$ cat src/hdl/rv32i_types.sv
package rv32i_types;

    // data and address widths
    typedef logic [31:0] word_t;
    typedef logic [31:0] addr_t;

    localparam addr_t RESET_PC = 32'h6000_0000;  // first fetch after reset

    // instruction memory, word addressed by pc[9:2]
    localparam int IMEM_AW    = 8;
    localparam int IMEM_DEPTH = 1 << IMEM_AW;

    typedef logic [IMEM_AW-1:0] imem_addr_t;

    // instruction queue
    localparam int QPTR_W      = 3;
    localparam int QUEUE_DEPTH = 1 << QPTR_W;   // must stay a power of two

    typedef logic [QPTR_W:0] qcount_t;          // one extra bit so full fits

    // opcodes seen by predecode
    typedef logic [6:0] opcode_t;

    localparam opcode_t OPC_JAL  = 7'b1101111;
    localparam opcode_t OPC_JALR = 7'b1100111;

    // predecode FSM
    typedef enum logic
    {
        PD_RUN,
        PD_JALR_WAIT   // fetch stalled until jalr target known
    } pd_state_t;

endpackage

$ cat src/hdl/pc_reg.sv
`timescale 1ns/1ns

module pc_reg
(
    input  logic               clk,
    input  logic               rst,
    input  logic               request_new_inst,
    input  logic               br_en,
    input  logic               flush,
    input  logic               branch_recovery,
    input  logic               jump_en,
    input  logic               jalr_done,
    input  rv32i_types::addr_t pc_branch,
    input  rv32i_types::addr_t missed_pc,
    input  rv32i_types::addr_t brr_pc,
    input  rv32i_types::addr_t pc_jump,
    input  rv32i_types::addr_t jalr_pc,
    output rv32i_types::addr_t pc
);

    rv32i_types::addr_t pc_held;
    rv32i_types::addr_t pc_next;
    logic               held_fetched;  // pc_held already read from memory
    logic               ext_redirect;
    logic               redirect;
    logic               load;

    assign ext_redirect = br_en | flush | branch_recovery;
    assign redirect     = ext_redirect | jump_en | jalr_done;
    assign load         = request_new_inst | redirect;

    // fixed priority, external redirects first
    always_comb
    begin
        if (br_en)
            pc_next = pc_branch;
        else if (flush)
            pc_next = missed_pc;
        else if (branch_recovery)
            pc_next = brr_pc;
        else if (jump_en)
            pc_next = pc_jump;
        else if (jalr_done)
            pc_next = jalr_pc;
        else if (held_fetched)
            pc_next = pc_held + 32'd4;
        else
            pc_next = pc_held;  // target loaded but not read yet
    end

    // redirect target goes out in its own cycle
    assign pc = load ? pc_next : pc_held;

    always_ff @(posedge clk)
    begin
        if (rst)
        begin
            pc_held      <= rv32i_types::RESET_PC;
            held_fetched <= 1'b0;
        end
        else if (load)
        begin
            pc_held <= pc_next;
            // a read in a kill cycle is dropped by fetch_mem, so it is redone
            held_fetched <= request_new_inst & ~ext_redirect;
        end
    end

endmodule

$ cat config.mk
export PLATFORM = sky130hd
export DESIGN_NAME = pc_reg
export DESIGN_NICKNAME = d
export VERILOG_FILES = /design/src/hdl/rv32i_types.sv /design/src/hdl/pc_reg.sv
export SDC_FILE = /design/constraint.sdc
export NUM_CORES = 1
export LEC_CHECK = 0
export BUFFER_PORTS_ARGS = -buffer_cell sky130_fd_sc_hd__buf_2
export CAP_MARGIN = 20
export CELL_PAD_IN_SITES_DETAIL_PLACEMENT = 0
export CELL_PAD_IN_SITES_GLOBAL_PLACEMENT = 1
export CORE_ASPECT_RATIO = 0.5
export CORE_UTILIZATION = 28
export CTS_CLUSTER_SIZE = 24
export DETAILED_ROUTE_END_ITERATION = 7
export PLACE_DENSITY_LB_ADDON = 0.1
export SYNTH_ARGS = -nofsm -noshare
export SYNTH_HDL_FRONTEND = slang
export SYNTH_SLANG_ARGS = --single-unit
$ cat constraint.sdc
create_clock -name clk -period 2.2 [get_ports clk]
set_input_delay 0.33 -clock clk [delete_from_list [all_inputs] [get_ports clk]]
set_output_delay 0.33 -clock clk [all_outputs]
set_load 0.03 [all_outputs]
==> summary.md <==
| Metric | Value |
|---|---|
| Syn_nets | 701 |
| Fmax | 0.3835 GHz |
| Compound-Gate Fraction of Synth Area | 41.42% |
| Starting density of the core | 29.08% |
| Post-synth top area cell | dfxtp_1 |
| PD cells | 371.2 nW/um2 |
| HPWL after DPL | 16640 um |
| EDFF count, synth | 0 |
| Hold crit path type | input pin to flop |
| Post-synthesis async set-or-reset flop share | 0% |
| Vias | 6098 |
| Worst Tran Pin Value | 0.6302 ns |
| Max-slew headroom | 57.94% |
| Ys flop type | dfxtp_1 |
| Post-synth top area share | 17.74% |
| Non-filler cells, final | between 1000 and 1500 |
| Outcome | complete, but fails checks |
| DR WL/cell | 20.54 um |
| RSZ-0062 raised after global routing | true |
| Critical Path Sink Type | output port |
| Final hold vios | 0 |
| Combinational family with the most area after synthesis | compound AO/OA/AOI/OAI gates |
| Largest net degree at the start of global routing | 24 |
| Post-DRT Antenna Nets | 0 |
| Crit-path max FO | 4 |
| P&R area growth vs syn | 104.5% |
| First-pass GRT wire length | 32660 um |
| Final core occ | 59.46% |
| Crit path max-delay family | simple AND/OR/NAND/NOR gates |
| DRT Pass-1 Iters | 4 |
| Mux contribution to synthesized area | 1.982% |
| Area contributors post-synth | dfxtp_1, nor2_1, a221oi_1 |
| Register bit total from synthesis | 33 |
| Final nets | 1062 |
| Synth Instances | 532 |
| WS Path Type | flop to output port |
| Maxcap violations | 0 |
| Final WS setup | -0.4079 ns |
| Sequential share of power | 24.5% |
| Core ar. | 12810 um2 |
| Area share of fa/ha/maj cells after synthesis | 0.3359% |
| TritonCTS clock tree | built |
| Overflow after GRT | 0 |
| Clock Pin Slew Worst Setup and Hold Paths | 0.06 ns |
| Xor-xnor portion of the synthesized cell area | less than 1% |
| DRT iter0 DRCs | 571 |
| Pre-CTS WS | -0.3054 ns |
| Register area share after synthesis | 17.74% |
| Setup TNS | -5.758 ns |
| Buf/Inv on CP | 1 |
| # diodes | 0 |
| Vias/cell | between 5 and 6 |
| Part of the power in combinational logic | between 50% and 60% |
| Fin crit share | 118.5% |
| TritonCTS Buffers | 5 |
| Vias in the first global route | 5730 |
| GPL Wtd Cong | around 0.96 |
| I/O Pins | 200 |
| Root Buffer | clkbuf_16 |
| DRC | 0 |
| Startpoint Class | flop |
| PortBufs | about 200 |
| Switch share | 37.24% |
| Req. time, crit path | 1.87 ns |
| Synth Area in Simple Gates | 30.47% |
| Final setup viols | 29 |
| Hold-fix buffers, CTS | 0 |
| Internal power | around 1.8 mW |
| Die ar. | 13800 um2 |
| Placed cells | 1000 |
| Synth cell types | 70 |
| Leak | 3.409 nW |
| Crit path largest cell delay | 0.57 ns |
| Clock power share | 25.4% |
| Crit path DAT | 2.28 ns |
| GRT Util Overall | between 30% and 40% |
| Final Skew | 0.004963 ns |
| Minimum clock period | 2.608 ns |
| Failing checks | setup timing |
| Slew Limit Fails | 0 |
| Share of cells above drive strength 1 | 60.18% |
| Final WL | ~22000 um |
| Sw power | between 1 and 1.5 mW |
| DIE HEIGHT | approximately 84 um |
| H-tree depth | 2 |
| Num rows | 29 |
| CP Cell Sequence | ha_4, nand2_4, or4_4, or3_4, a211oi_4, nor2_4, buf_6 |
| Initial antenna violation count | 1 |
| Syn Area/Cell | roughly 7 um2 |
| Cell Area, Synth | 3725 um2 |
| Die Width | 165.1 um |
| Clock Tree Buf Depth | 2 |
| CTS sink cnt | 33 |
| Max rail drop VDD | around 0.26 mV |
| CP max stage cell | or4_4 |
| Worst-skew pair later-pin latency | 0.29 ns |
| Synthesis Warnings | 0 |
==> synthesized netlist by cell type, drive strengths merged, types with 12 or more instances <==
library cell  number
nor2              51
clkbuf            34
dfxtp             33
a21oi             30
nand2             30
o21ai             27
a221oi            18
a22oi             16
inv               16
nand3             16
nor3              16
buf               15
nand2b            14
nand4             14
a221o             12
and2              12
nor4              12
==> area by class of cell <==
type,instances,area (um2)
Sequential cell,33,688.2
Timing Repair Buffer,403,2978
Multi-Input combinational cell,434,3533
Tap cell,170,212.7
Inverter,16,67.56
Clock buffer,8,136.4
Fill cell,1216,5192
==> cells by family (layout without fill, tap and decap cells) <==
kind of cell / after synthesis / count (layout)
simple gates: 213 / 213
flops: 33 / 33
xor+xnor: 3 / 3
buf+inv: 65 / 427
compound gates: 210 / 210
mux: 7 / 7
fa+ha+maj: 1 / 1
==> routing by layer <==
layer | share of wire (%) | track usage (%) | wire length, um | up-vias
met1 | 49 | 48.48 | 10650 | 2921
li1 | - | - | - | 2832
met5 | 0.059 | 0 | 13 | -
met4 | 1.5 | 6.088 | 317 | 2
met3 | 10 | 5.912 | 2206 | 29
met2 | 40 | 44.09 | 8664 | 314
==> path summary, 6_finish.rpt <==
kind	from	end	slack, ns	cells after the start
worst max-delay path	pc_held[2]	pc[24]	-0.41	7
worst min register to register	pc_held[26]	pc_held[26]	0.63	2
worst min-delay path	missed_pc[26]	pc_held[26]	0.36	3
worst max register to register	pc_held[2]	pc_held[20]	-0.32	14
==> worst register-to-register path: stages, from the launching register on <==
cell and delay, ns:
dfxtp_4 0.36, ha_4 0.17, nand2_4 0.05, or4_4 0.57
or4_1 0.45, o21ai_2 0.09, buf_4 0.13, buf_6 0.08
buf_6 0.08, buf_6 0.08, buf_6 0.08, buf_6 0.08
buf_6 0.08, buf_6 0.08, a32o_1 0.10
==> metrics by stage <==
step,hold WS [ns],power (mW),cell area (um2)
3_5_place_dp,0.5964,1.815,6083
3_3_place_gp,0.6072,1.813,6083
2_1_floorplan,0.5105,1.271,3931
4_1_cts,0.3569,2.730,7144
6_report,0.3591,2.827,7616
5_1_grt,0.3849,2.953,7616
==> cell usage in the layout (no fill, tap or decap), types with 14 or more instances in the layout <==
cell and count:
a21oi_1 20, a221oi_1 15, buf_2 164, buf_4 163, buf_6 66, dfxtp_1 19
inv_1 14, nand2_1 25, nand4_1 14, nor2_1 42, o21ai_0 17
==> power groups by stage <==
stage               clock, mW  sequential [mW]  combinational (mW)
CTS                     0.723            0.687                1.32
floorplan                   0            0.700               0.571
global placement            0            0.695                1.12
detailed placement          0            0.694                1.12
finish                  0.718            0.691                1.42
global route            0.749            0.695                1.51
==> flip-flops by register name (all words and copies together) (netlist names) <==
| name | cells |
|---|---|
| pc_held | 32 |
| held_fetched | 1 |
==> timing repair <==
action                     4_1_cts  5_1_grt
buffers inserted                39       24
resized for setup              169       77
cloned                           0        0
pin swaps                       61       54
setup endpoints to repair       32       34
No activity file was read; power rests on OpenSTA's default activity.
