<file path="config.mk">
export PLATFORM = sky130hd
export DESIGN_NAME = inst_queue_flat
export DESIGN_NICKNAME = d
export VERILOG_FILES = /design/src/hdl/rv32i_types.sv /design/src/hdl/fetch_if.sv /design/src/hdl/inst_queue.sv /design/src/flat_wrapper.sv
export SDC_FILE = /design/constraint.sdc
export NUM_CORES = 1
export LEC_CHECK = 0
export ABC_CLOCK_PERIOD_IN_PS = 12600
export BUFFER_PORTS_ARGS = -buffer_cell sky130_fd_sc_hd__buf_2
export CAP_MARGIN = 0
export CORE_UTILIZATION = 35
export CTS_BUF_LIST = sky130_fd_sc_hd__clkbuf_4
export CTS_CLUSTER_SIZE = 25
export DETAILED_ROUTE_END_ITERATION = 8
export PLACE_DENSITY = 0.63
export RECOVER_POWER = 25
export SLEW_MARGIN = 5
export SYNTH_ARGS = -nofsm -noshare
export SYNTH_HDL_FRONTEND = slang
export SYNTH_SLANG_ARGS = --single-unit
</file>
<file path="constraint.sdc">
create_clock -name clk -period 12.6 [get_ports clk]
set_clock_uncertainty 0.1 [all_clocks]
set_input_delay 1.26 -clock clk [delete_from_list [all_inputs] [get_ports clk]]
set_output_delay 1.26 -clock clk [all_outputs]
set_load 0.01 [all_outputs]
</file>
<file path="src/hdl/rv32i_types.sv">
package rv32i_types;

    // data and address widths
    typedef logic [31:0] word_t;
    typedef logic [31:0] addr_t;

    localparam addr_t RESET_PC = 32'h6000_0000;  // first fetch after reset

    // instruction memory, word addressed by pc[9:2]
    localparam int IMEM_AW    = 8;
    localparam int IMEM_DEPTH = 1 << IMEM_AW;

    typedef logic [IMEM_AW-1:0] imem_addr_t;

    // instruction queue
    localparam int QPTR_W      = 3;
    localparam int QUEUE_DEPTH = 1 << QPTR_W;   // must stay a power of two

    typedef logic [QPTR_W:0] qcount_t;          // one extra bit so full fits

    // opcodes seen by predecode
    typedef logic [6:0] opcode_t;

    localparam opcode_t OPC_JAL  = 7'b1101111;
    localparam opcode_t OPC_JALR = 7'b1100111;

    // predecode FSM
    typedef enum logic
    {
        PD_RUN,
        PD_JALR_WAIT   // fetch stalled until jalr target known
    } pd_state_t;

endpackage

</file>
<file path="src/hdl/fetch_if.sv">
`timescale 1ns/1ns

// one fetched entry, fetch stage output
interface fetch_if;

    logic               valid;
    rv32i_types::addr_t pc;     // pc of the fetched word
    rv32i_types::word_t inst;

    // fetch_mem side
    modport producer
    (
        output valid,
        output pc,
        output inst
    );

    // predecode and inst_queue side
    modport consumer
    (
        input valid,
        input pc,
        input inst
    );

endinterface

</file>
<file path="src/hdl/inst_queue.sv">
`timescale 1ns/1ns

module inst_queue
(
    input  logic               clk,
    input  logic               rst,
    fetch_if.consumer          fe,
    input  logic               clear,
    input  logic               deq,
    output logic               space_ok,
    output logic               out_valid,
    output rv32i_types::addr_t out_pc,
    output rv32i_types::word_t out_inst
);

    rv32i_types::addr_t              pc_q   [rv32i_types::QUEUE_DEPTH];
    rv32i_types::word_t              inst_q [rv32i_types::QUEUE_DEPTH];
    logic [rv32i_types::QPTR_W-1:0]  wptr;
    logic [rv32i_types::QPTR_W-1:0]  rptr;
    rv32i_types::qcount_t            count;
    rv32i_types::qcount_t            occupancy;  // stored plus in flight
    logic                            enq;
    logic                            pop;

    assign enq = fe.valid & ~clear;   // clear wins over a wrong-path entry
    assign pop = deq & out_valid;

    assign out_valid = (count != '0);
    assign out_pc    = pc_q[rptr];
    assign out_inst  = inst_q[rptr];

    // the fetch stage entry lands next edge, so reserve a slot for it
    assign occupancy = count + {{rv32i_types::QPTR_W{1'b0}}, fe.valid};
    assign space_ok  = occupancy < rv32i_types::qcount_t'(rv32i_types::QUEUE_DEPTH);

    // entry storage
    always_ff @(posedge clk)
    begin
        if (enq)
        begin
            pc_q[wptr]   <= fe.pc;
            inst_q[wptr] <= fe.inst;
        end
    end

    // pointers wrap on their own, depth is a power of two
    always_ff @(posedge clk)
    begin
        if (rst || clear)
        begin
            wptr  <= '0;
            rptr  <= '0;
            count <= '0;
        end
        else
        begin
            if (enq)
                wptr <= wptr + 1'b1;
            if (pop)
                rptr <= rptr + 1'b1;
            case ({enq, pop})
                2'b10:   count <= count + 1'b1;
                2'b01:   count <= count - 1'b1;
                default: count <= count;
            endcase
        end
    end

endmodule

</file>
<file path="src/flat_wrapper.sv">
// flat-port wrapper written by rule: the top's interface ports become plain ports
module inst_queue_flat 
  (clk, rst, clear, deq, space_ok, out_valid, out_pc, out_inst, fe_valid, fe_pc, fe_inst);
  fetch_if fe_i ();
  input  logic clk;
  input  logic rst;
  input  logic clear;
  input  logic deq;
  output logic space_ok;
  output logic out_valid;
  output rv32i_types::addr_t out_pc;
  output rv32i_types::word_t out_inst;
  input wire logic [$bits(fe_i.valid)-1:0] fe_valid;
  input wire logic [$bits(fe_i.pc)-1:0] fe_pc;
  input wire logic [$bits(fe_i.inst)-1:0] fe_inst;
  assign fe_i.valid = fe_valid;
  assign fe_i.pc = fe_pc;
  assign fe_i.inst = fe_inst;
  inst_queue u_core (.clk(clk), .rst(rst), .fe(fe_i), .clear(clear), .deq(deq), .space_ok(space_ok), .out_valid(out_valid), .out_pc(out_pc), .out_inst(out_inst));
endmodule
</file>
==> results.sh <==
export IMPL_num_io_pins=135
export IMPL_status="finished, final reports clean"
export IMPL_reg2regPathDepth=3
export IMPL_rows=86
export IMPL_cp_end_kind="primary output"
export IMPL_drtAntennaViolNets=0
export IMPL_cts_tree="done"
export IMPL_die_x_um=240
export IMPL_drc_errors=0
export IMPL_synth_top_area_frac=0.774
export IMPL_synth_area_um2=19900
export IMPL_start_util=0.357
export IMPL_fin_crit_ns=5.27
export IMPL_fin_nets=1144
export IMPL_timing_max_cap_violations=0
export IMPL_nFillCells=4950
export IMPL_clkTransAtPathRegs_ns=0.06
export IMPL_hold_viol=0
export IMPL_syn_inst=817
export IMPL_finalMaxSlewViolations=0
export IMPL_post_cts_buffers=0
export IMPL_cts_resized_gates=0
export IMPL_io_buffers=134
export IMPL_maxClockFrequency_ghz=0.190
export IMPL_critPathKind="flip-flop to primary output"
export IMPL_dr_pass1_iters=4
export IMPL_syn_avg_cell_area_um2=24.3
export IMPL_clk_latency_ns=0.92
export IMPL_cts_root_buf="clkbuf_4"
export IMPL_seq_area_frac_synth=0.787
export IMPL_worst_pin_slew_ns=1.13
export IMPL_cp_max_fo=47
export IMPL_whs_ns=0.395
export IMPL_clockBufferDepth=3
export IMPL_slew_headroom=0.247
export IMPL_place_detailed_hpwl_mm=20.9
export IMPL_routed_wl_mm=40.6
export IMPL_cts_htree_levels=4
export IMPL_grt_use_total=0.146
export IMPL_die_area_um2=57700
export IMPL_yosysWarningCount=0
export IMPL_cts_sinks=525
export IMPL_crit_path_start_kind="flip-flop"
export IMPL_grt_first_pass_wirelength_mm=60.3
export IMPL_peakVddDrop_mv=0.0585
export IMPL_area_growth_pct=16.3
export IMPL_setup_viol=0
export IMPL_numCtsBuffers=138
export IMPL_grt_overflow=0
export IMPL_layout_common_cells="edfxtp_1, clkbuf_4, mux4_2, buf_2, mux2_2"
export IMPL_p_per_area_nw_per_um2=151
export IMPL_holdBufCountCts=0
export IMPL_rsz0062_at_grt="false"
export IMPL_drive_gt1_frac=0.447
export IMPL_synth_top_cell_by_area="edfxtp_1"
export IMPL_worst_ep_required_time_ns=11.24
export IMPL_cp_arrival_ns=3.91
export IMPL_syn_nets=891
export IMPL_coreArea_um2=55600
export IMPL_via_count=9333
export IMPL_vias_per_cell=4.86
export IMPL_routedWlPerCell_um=21.2
export IMPL_p_leak_uw=0.00727
export IMPL_synth_distinct_cells=29
export IMPL_grt_max_degree=62
export IMPL_fin_tns_setup_ns=0
export IMPL_yosys_top_cells_area="edfxtp_1, mux4_2, mux2_2"
export IMPL_synth_seq_cells=525
export IMPL_antenna_found_initial=7
export IMPL_hold_class="flip-flop to flip-flop"
export IMPL_final_common_cell="edfxtp_1"
export IMPL_fin_crit_sh=0.418
export IMPL_finalWeightedCongestion=0.660
export IMPL_drt_iter0_drc=650
export IMPL_hold_depth=2
export IMPL_dieHeight_um=240
export IMPL_grt_pass1_vias=10100
==> routing by layer <==
metal | share of wire | up-vias | global-route usage
met2 | 0.49 | 264 | 0.228
li1 | - | 4083 | -
met5 | 0.0012 | - | 0
met4 | 0.022 | 8 | 0.0708
met3 | 0.057 | 80 | 0.0479
met1 | 0.43 | 4898 | 0.184
==> per-stage QoR <==
stage / setup WS, ns / std cells / power [uW] / area [um2] / util
floorplan: 5.98 / 817 / 2020 / 19900 / -
CTS: 7.07 / 1916 / 3550 / 23200 / 0.416
detailed placement: 8.17 / 1678 / 2070 / 21400 / 0.385
global placement: 8.18 / 1678 / 2070 / 21400 / 0.385
finish: 7.33 / 1919 / 3490 / 23100 / 0.415
global route: 6.95 / 1919 / 3640 / 23100 / 0.415
==> cell usage after synthesis <==
| cell type | n |
|---|---|
| buf_1 | 9 |
| mux4_2 | 128 |
| nand2b_1 | 3 |
| nand4_1 | 1 |
| xnor2_1 | 1 |
| buf_2 | 4 |
| or2_2 | 1 |
| mux2_2 | 64 |
| a21o_1 | 1 |
| nor2b_1 | 1 |
| nand3b_1 | 1 |
| nor2_1 | 15 |
| mux2i_1 | 3 |
| clkbuf_1 | 10 |
| ha_1 | 5 |
| a21oi_1 | 3 |
| nor3_1 | 3 |
| inv_1 | 2 |
| buf_6 | 12 |
| o21ai_0 | 2 |
| or4_1 | 1 |
| xor2_1 | 7 |
| buf_4 | 2 |
| edfxtp_1 | 512 |
| nand2_1 | 7 |
| dfxtp_1 | 13 |
| or3_1 | 2 |
| nand3_1 | 3 |
| a31oi_1 | 1 |
==> power breakdown <==
part	internal (uW)	total [uW]	leakage (uW)	switching, uW
combinational	38.2	93.6	0.00150	55.4
sequential	1930	1930	0.00473	4.95
clock	778	1460	0.00104	682
total	2750	3490	0.00727	742
==> cell families after synthesis <==
group | Yosys count | share of synthesized area
fa+ha+maj | 5 | 0.00315
xor+xnor | 8 | 0.00353
buf+inv | 39 | 0.0125
flops | 525 | 0.787
simple gates | 38 | 0.00894
mux | 195 | 0.183
compound gates | 7 | 0.00195
==> registers in the layout, summed over array words and instances (netlist names), named ones only <==
| register | cells |
|---|---|
| u_core.wptr | 3 |
| u_core.rptr | 3 |
| u_core.pc_q | 256 |
| u_core.count | 4 |
| u_core.inst_q | 256 |
==> final timing paths <==
check | start | endpoint | slack [ns]
hold reg to reg | u_core.rptr[1] | flip-flop | 0.39
setup / recovery | flip-flop | out_pc[24] | 7.33
hold / removal | u_core.rptr[1] | flip-flop | 0.39
setup reg to reg | u_core.wptr[0] | u_core.inst_q[2][26] | 9.72
==> final cells by class <==
type                            count  area (um2)  area share
Tap cell                          748         936      0.0405
Timing Repair Buffer              150         724      0.0313
Sequential cell                   525       15600       0.677
Clock buffer                      202        1520      0.0656
Clock inverter                     36         235      0.0102
Multi-Input combinational cell    253        4040       0.175
Antenna cell                        3        7.51    0.000325
Inverter                            2        7.51    0.000325
==> worst max-delay path, cell delays in order (launching register included) <==
cell	delay, ns
dfxtp_4	0.94
buf_4	0.85
mux4_2	0.60
mux2_2	0.31
buf_2	0.15
Power figures use the tool's default switching activity.
