[config.mk]
export PLATFORM = sky130hd
export DESIGN_NAME = predecode_flat
export DESIGN_NICKNAME = d
export VERILOG_FILES = /design/src/hdl/rv32i_types.sv /design/src/hdl/fetch_if.sv /design/src/hdl/predecode.sv /design/src/flat_wrapper.sv
export SDC_FILE = /design/constraint.sdc
export NUM_CORES = 1
export LEC_CHECK = 0
export ABC_AREA = 1
export BUFFER_PORTS_ARGS = -buffer_cell sky130_fd_sc_hd__buf_2
export CAP_MARGIN = 20
export CORE_ASPECT_RATIO = 1.2
export CORE_MARGIN = 1.5
export CORE_UTILIZATION = 49
export CTS_BUF_LIST = sky130_fd_sc_hd__clkbuf_8 sky130_fd_sc_hd__clkbuf_16
export CTS_CLUSTER_DIAMETER = 120
export CTS_CLUSTER_SIZE = 28
export DETAILED_ROUTE_END_ITERATION = 10
export GPL_ROUTABILITY_DRIVEN = 0
export GPL_TIMING_DRIVEN = 0
export PLACE_DENSITY = 0.88
export SYNTH_ARGS = -nofsm -noshare
export SYNTH_HDL_FRONTEND = slang
export SYNTH_SLANG_ARGS = --single-unit
[constraint.sdc]
create_clock -name clk -period 2.5 [get_ports clk]
set_clock_uncertainty 0.05 [all_clocks]
set_input_delay 0.5 -clock clk [delete_from_list [all_inputs] [get_ports clk]]
set_output_delay 0.5 -clock clk [all_outputs]
set_load 0.02 [all_outputs]
[src/hdl/rv32i_types.sv]
package rv32i_types;

    // data and address widths
    typedef logic [31:0] word_t;
    typedef logic [31:0] addr_t;

    localparam addr_t RESET_PC = 32'h6000_0000;  // first fetch after reset

    // instruction memory, word addressed by pc[9:2]
    localparam int IMEM_AW    = 8;
    localparam int IMEM_DEPTH = 1 << IMEM_AW;

    typedef logic [IMEM_AW-1:0] imem_addr_t;

    // instruction queue
    localparam int QPTR_W      = 3;
    localparam int QUEUE_DEPTH = 1 << QPTR_W;   // must stay a power of two

    typedef logic [QPTR_W:0] qcount_t;          // one extra bit so full fits

    // opcodes seen by predecode
    typedef logic [6:0] opcode_t;

    localparam opcode_t OPC_JAL  = 7'b1101111;
    localparam opcode_t OPC_JALR = 7'b1100111;

    // predecode FSM
    typedef enum logic
    {
        PD_RUN,
        PD_JALR_WAIT   // fetch stalled until jalr target known
    } pd_state_t;

endpackage

[src/hdl/fetch_if.sv]
`timescale 1ns/1ns

// one fetched entry, fetch stage output
interface fetch_if;

    logic               valid;
    rv32i_types::addr_t pc;     // pc of the fetched word
    rv32i_types::word_t inst;

    // fetch_mem side
    modport producer
    (
        output valid,
        output pc,
        output inst
    );

    // predecode and inst_queue side
    modport consumer
    (
        input valid,
        input pc,
        input inst
    );

endinterface

[src/hdl/predecode.sv]
`timescale 1ns/1ns

module predecode
(
    input  logic               clk,
    input  logic               rst,
    fetch_if.consumer          fe,
    input  logic               space_ok,
    input  logic               jalr_done,
    input  logic               ext_redirect,
    output logic               jump_en,
    output rv32i_types::addr_t pc_jump,
    output logic               request_new_inst
);

    rv32i_types::pd_state_t state;
    rv32i_types::pd_state_t state_next;
    rv32i_types::opcode_t   opcode;
    rv32i_types::addr_t     j_imm;
    logic                   is_jal;
    logic                   is_jalr;

    assign opcode  = fe.inst[6:0];
    assign is_jal  = fe.valid && (opcode == rv32i_types::OPC_JAL);
    assign is_jalr = fe.valid && (opcode == rv32i_types::OPC_JALR);

    // J-type immediate, sign extended
    assign j_imm = {{12{fe.inst[31]}}, fe.inst[19:12], fe.inst[20], fe.inst[30:21], 1'b0};

    assign jump_en = is_jal;
    assign pc_jump = fe.pc + j_imm;

    always_comb
    begin
        state_next = state;
        case (state)
            rv32i_types::PD_RUN:
            begin
                if (is_jalr && !ext_redirect)
                    state_next = rv32i_types::PD_JALR_WAIT;
            end
            rv32i_types::PD_JALR_WAIT:
            begin
                if (jalr_done || ext_redirect)
                    state_next = rv32i_types::PD_RUN;
            end
            default:
                state_next = rv32i_types::PD_RUN;
        endcase
    end

    always_ff @(posedge clk)
    begin
        if (rst)
            state <= rv32i_types::PD_RUN;
        else
            state <= state_next;
    end

    // no fetch past a jalr, or into a full queue
    assign request_new_inst = (state == rv32i_types::PD_RUN) && space_ok && !is_jalr;

endmodule

[src/flat_wrapper.sv]
// flat-port wrapper written by rule: the top's interface ports become plain ports
module predecode_flat 
  (clk, rst, space_ok, jalr_done, ext_redirect, jump_en, pc_jump, request_new_inst, fe_valid, fe_pc, fe_inst);
  fetch_if fe_i ();
  input  logic clk;
  input  logic rst;
  input  logic space_ok;
  input  logic jalr_done;
  input  logic ext_redirect;
  output logic jump_en;
  output rv32i_types::addr_t pc_jump;
  output logic request_new_inst;
  input wire logic [$bits(fe_i.valid)-1:0] fe_valid;
  input wire logic [$bits(fe_i.pc)-1:0] fe_pc;
  input wire logic [$bits(fe_i.inst)-1:0] fe_inst;
  assign fe_i.valid = fe_valid;
  assign fe_i.pc = fe_pc;
  assign fe_i.inst = fe_inst;
  predecode u_core (.clk(clk), .rst(rst), .fe(fe_i), .space_ok(space_ok), .jalr_done(jalr_done), .ext_redirect(ext_redirect), .jump_en(jump_en), .pc_jump(pc_jump), .request_new_inst(request_new_inst));
endmodule
==> flow_metrics.env <==
export IMPL_grt_max_degree=13
export IMPL_viasPerCell=5.40
export IMPL_vias=3513
export IMPL_area_delta_synth_final_pct=60.3
export IMPL_r2r_worst_path_cells=2
export IMPL_clk_insertion_delay_late_ns=0
export IMPL_ys_flop_type="dfxtp_1"
export IMPL_num_fill_cells=302
export IMPL_synthArstFlopShare_pct=0
export IMPL_coreArea_mm2=0.00459
export IMPL_start_kind="input port"
export IMPL_nNetsFinal=695
export IMPL_crit_required_ns=1.95
export IMPL_syn_area_mm2=0.00235
export IMPL_ys_top_cells_by_area="nand2_1, inv_1, ha_1"
export IMPL_r2r_setup_slack_ns=1.73
export IMPL_num_io_pins=104
export IMPL_yosysTopAreaCell="nand2_1"
export IMPL_r2r_start="u_core.state"
export IMPL_synth_cells=479
export IMPL_r2r_end="u_core.state"
export IMPL_setup_ws_ns=-0.0458
export IMPL_p_leak_nw=2.22
export IMPL_syn_avg_cell_area_um2=4.90
export IMPL_criticalPathCategory="in -> out"
export IMPL_setup_viol_count_final=4
export IMPL_hold_path_class="reg -> reg"
export IMPL_max_freq_ghz=0.393
export IMPL_die_h_um=78.8
export IMPL_dp_hpwl_mm=5.87
export IMPL_die_w_um=66.2
export IMPL_dp_cells=634
export IMPL_overflow=0
export IMPL_crit_end="pc_jump[30]"
export IMPL_drv_slew=0
export IMPL_comb_power_share_pct=98.6
export IMPL_max_slew_margin_pct=85.3
export IMPL_initial_core_util_pct=51.1
export IMPL_grt_pass1_vias=2905
export IMPL_violations="negative setup slack"
export IMPL_worstSetupStartpoint="fe_inst[31]"
export IMPL_num_antenna_cells=0
export IMPL_fin_crit_ns=2.55
export IMPL_drtAntennaViolNets=0
export IMPL_drive_gt1_share_pct=41.2
export IMPL_p_switching_mw=0.670
export IMPL_rsz0062_at_grt="true"
export IMPL_synth_most_common_cell="nand2_1"
export IMPL_seq_area_frac_synth_pct=0.853
export IMPL_reg_largest_list="u_core.state x1"
export IMPL_dieArea_mm2=0.00521
export IMPL_largest_register="u_core.state"
export IMPL_fin_hold_ws_ns=0.434
export IMPL_synth_edff_count=0
export IMPL_ys_types=21
export IMPL_largest_reg_flops=1
export IMPL_swShare_pct=58.5
export IMPL_antenna_found_initial=0
export IMPL_grt_usage_pct=27.7
export IMPL_instances_no_fill=650
export IMPL_final_util_pct=81.9
export IMPL_fin_crit_sh_pct=102
export IMPL_syn_num_nets=580
export IMPL_power_mw=1.14
export IMPL_rows=27
export IMPL_path_clk_slew_ns=0
export IMPL_hold_violations=0
export IMPL_wirelength_mm=9.61
export IMPL_critPathCaptureType="primary output"
export IMPL_synth_common_cells="nand2_1, inv_1, nor2_1"
export IMPL_multiInputGateArea_mm2=0.00258
export IMPL_power_frac_clock_pct=0
export IMPL_drt_wirelength_per_cell_um=14.8
export IMPL_cap_violations=0
export IMPL_ys_ff_latch=1
export IMPL_p_per_area_mw_per_mm2=304
export IMPL_outcome="finished, violations left"
export IMPL_path_max_fanout=12
export IMPL_drc=0
export IMPL_p_seq_share_pct=1.4
export IMPL_yosysWarnings=0
export IMPL_vdd_drop_max_mv=0.192
export IMPL_portBuffers=97
export IMPL_drt_pass1_iter_count=6
export IMPL_yosysTopAreaCellShare_pct=33.0
export IMPL_worstMarginPinSlew_ns=0.220
export IMPL_register_area_um2=20.0
export IMPL_power_internal_mw=0.474
export IMPL_holdBufCountCts=0
export IMPL_drt_iter0_markers=254
export IMPL_grt_pass1_wl_mm=11.8
export IMPL_cp_arrival_ns=2.00
metal layers:
metal / routed length, µm / part of all wire, % / global-route usage, %
met1: 3380 / 35 / 30.1
met2: 5070 / 53 / 55.8
met3: 667 / 6.9 / 0.850
met4: 492 / 5.1 / 8.16
met5: 0 / 0 / 0
placed cells by master, fill, tap and decap left out, types with 2 or more instances in the layout:
cell      synthesis  final
xor2_2            0      3
buf_2             0     79
a21oi_1          20      7
nor2_4            0      2
a21oi_2           1     13
nand3_2           6      9
inv_1           102     97
nand3_1          24     21
nor3_2            0      4
nand2_4           0      7
nand2_1         206    167
nor3_4            0      2
inv_2             2      7
buf_4             1     26
nor2_2            2     12
ha_1             30      3
nand2_2          10     42
o21bai_1          3      3
ha_4              0     27
nor2_1           40     28
nand4_1           5      5
xor2_1           15     12
buf_6             0      8
kinds of logic after synthesis:
kind of cell | share of synthesized area, %
DFF | 0.853
buffers and inverters | 17.0
AOI/OAI and AO/OA | 6.29
xor gates and xnor gates | 5.97
and+or+nand+nor | 53.1
adders and majority gates | 16.9
worst min-delay path by stage:
stage                 start      endpoint  slack [ns]  depth (start not counted)
6_report       u_core.state  u_core.state        0.43                          2
3_3_place_gp   u_core.state  u_core.state        0.40                          2
2_1_floorplan  u_core.state  u_core.state        0.40                          2
4_1_cts        u_core.state  u_core.state        0.42                          2
5_1_grt        u_core.state  u_core.state        0.45                          2
3_5_place_dp   u_core.state  u_core.state        0.42                          2
power groups by stage:
stage / clock [mW] / combinational [mW] / sequential, mW
floorplan: 0 / 0.563 / 0.0163
global placement: 0 / 0.790 / 0.0163
detailed placement: 0 / 0.807 / 0.0163
CTS: 0 / 0.885 / 0.0163
global route: 0 / 1.22 / 0.0163
finish: 0 / 1.13 / 0.0163
worst max-delay path: stages:
cell and delay, ns:
buf_12 0.14, ha_1 0.35, nand2_1 0.14, a21oi_1 0.07, nor2_1 0.21, nand2_1 0.11, a21oi_2 0.14, nand2_1 0.07
nand2_1 0.05, nand2_1 0.05, buf_4 0.15
stage by stage:
stage          instance area, µm²  setup WS (ns)  setup TNS, ns
4_1_cts                      3180        -0.0444         -0.137
3_5_place_dp                 2910         -0.337          -2.30
2_1_floorplan                2350         0.0124              0
6_report                     3760        -0.0458        -0.0935
3_3_place_gp                 2910         -0.297          -1.81
5_1_grt                      3760         -0.149          -1.34
area by class of cell:
cell class | instances | share of cell area [%]
Tap cell | 58 | 1.93
Multi-Input combinational cell | 373 | 68.5
Inverter | 104 | 10.4
Timing Repair Buffer | 113 | 18.4
Buffer | 1 | 0.200
Sequential cell | 1 | 0.532
repair_timing:
item / CTS / global route
endpoints found under the setup margin: 18 / 24
setup buffers: 6 / 10
pin swaps: 9 / 31
resized for setup: 54 / 114
No activity file was read; power rests on OpenSTA's default activity.
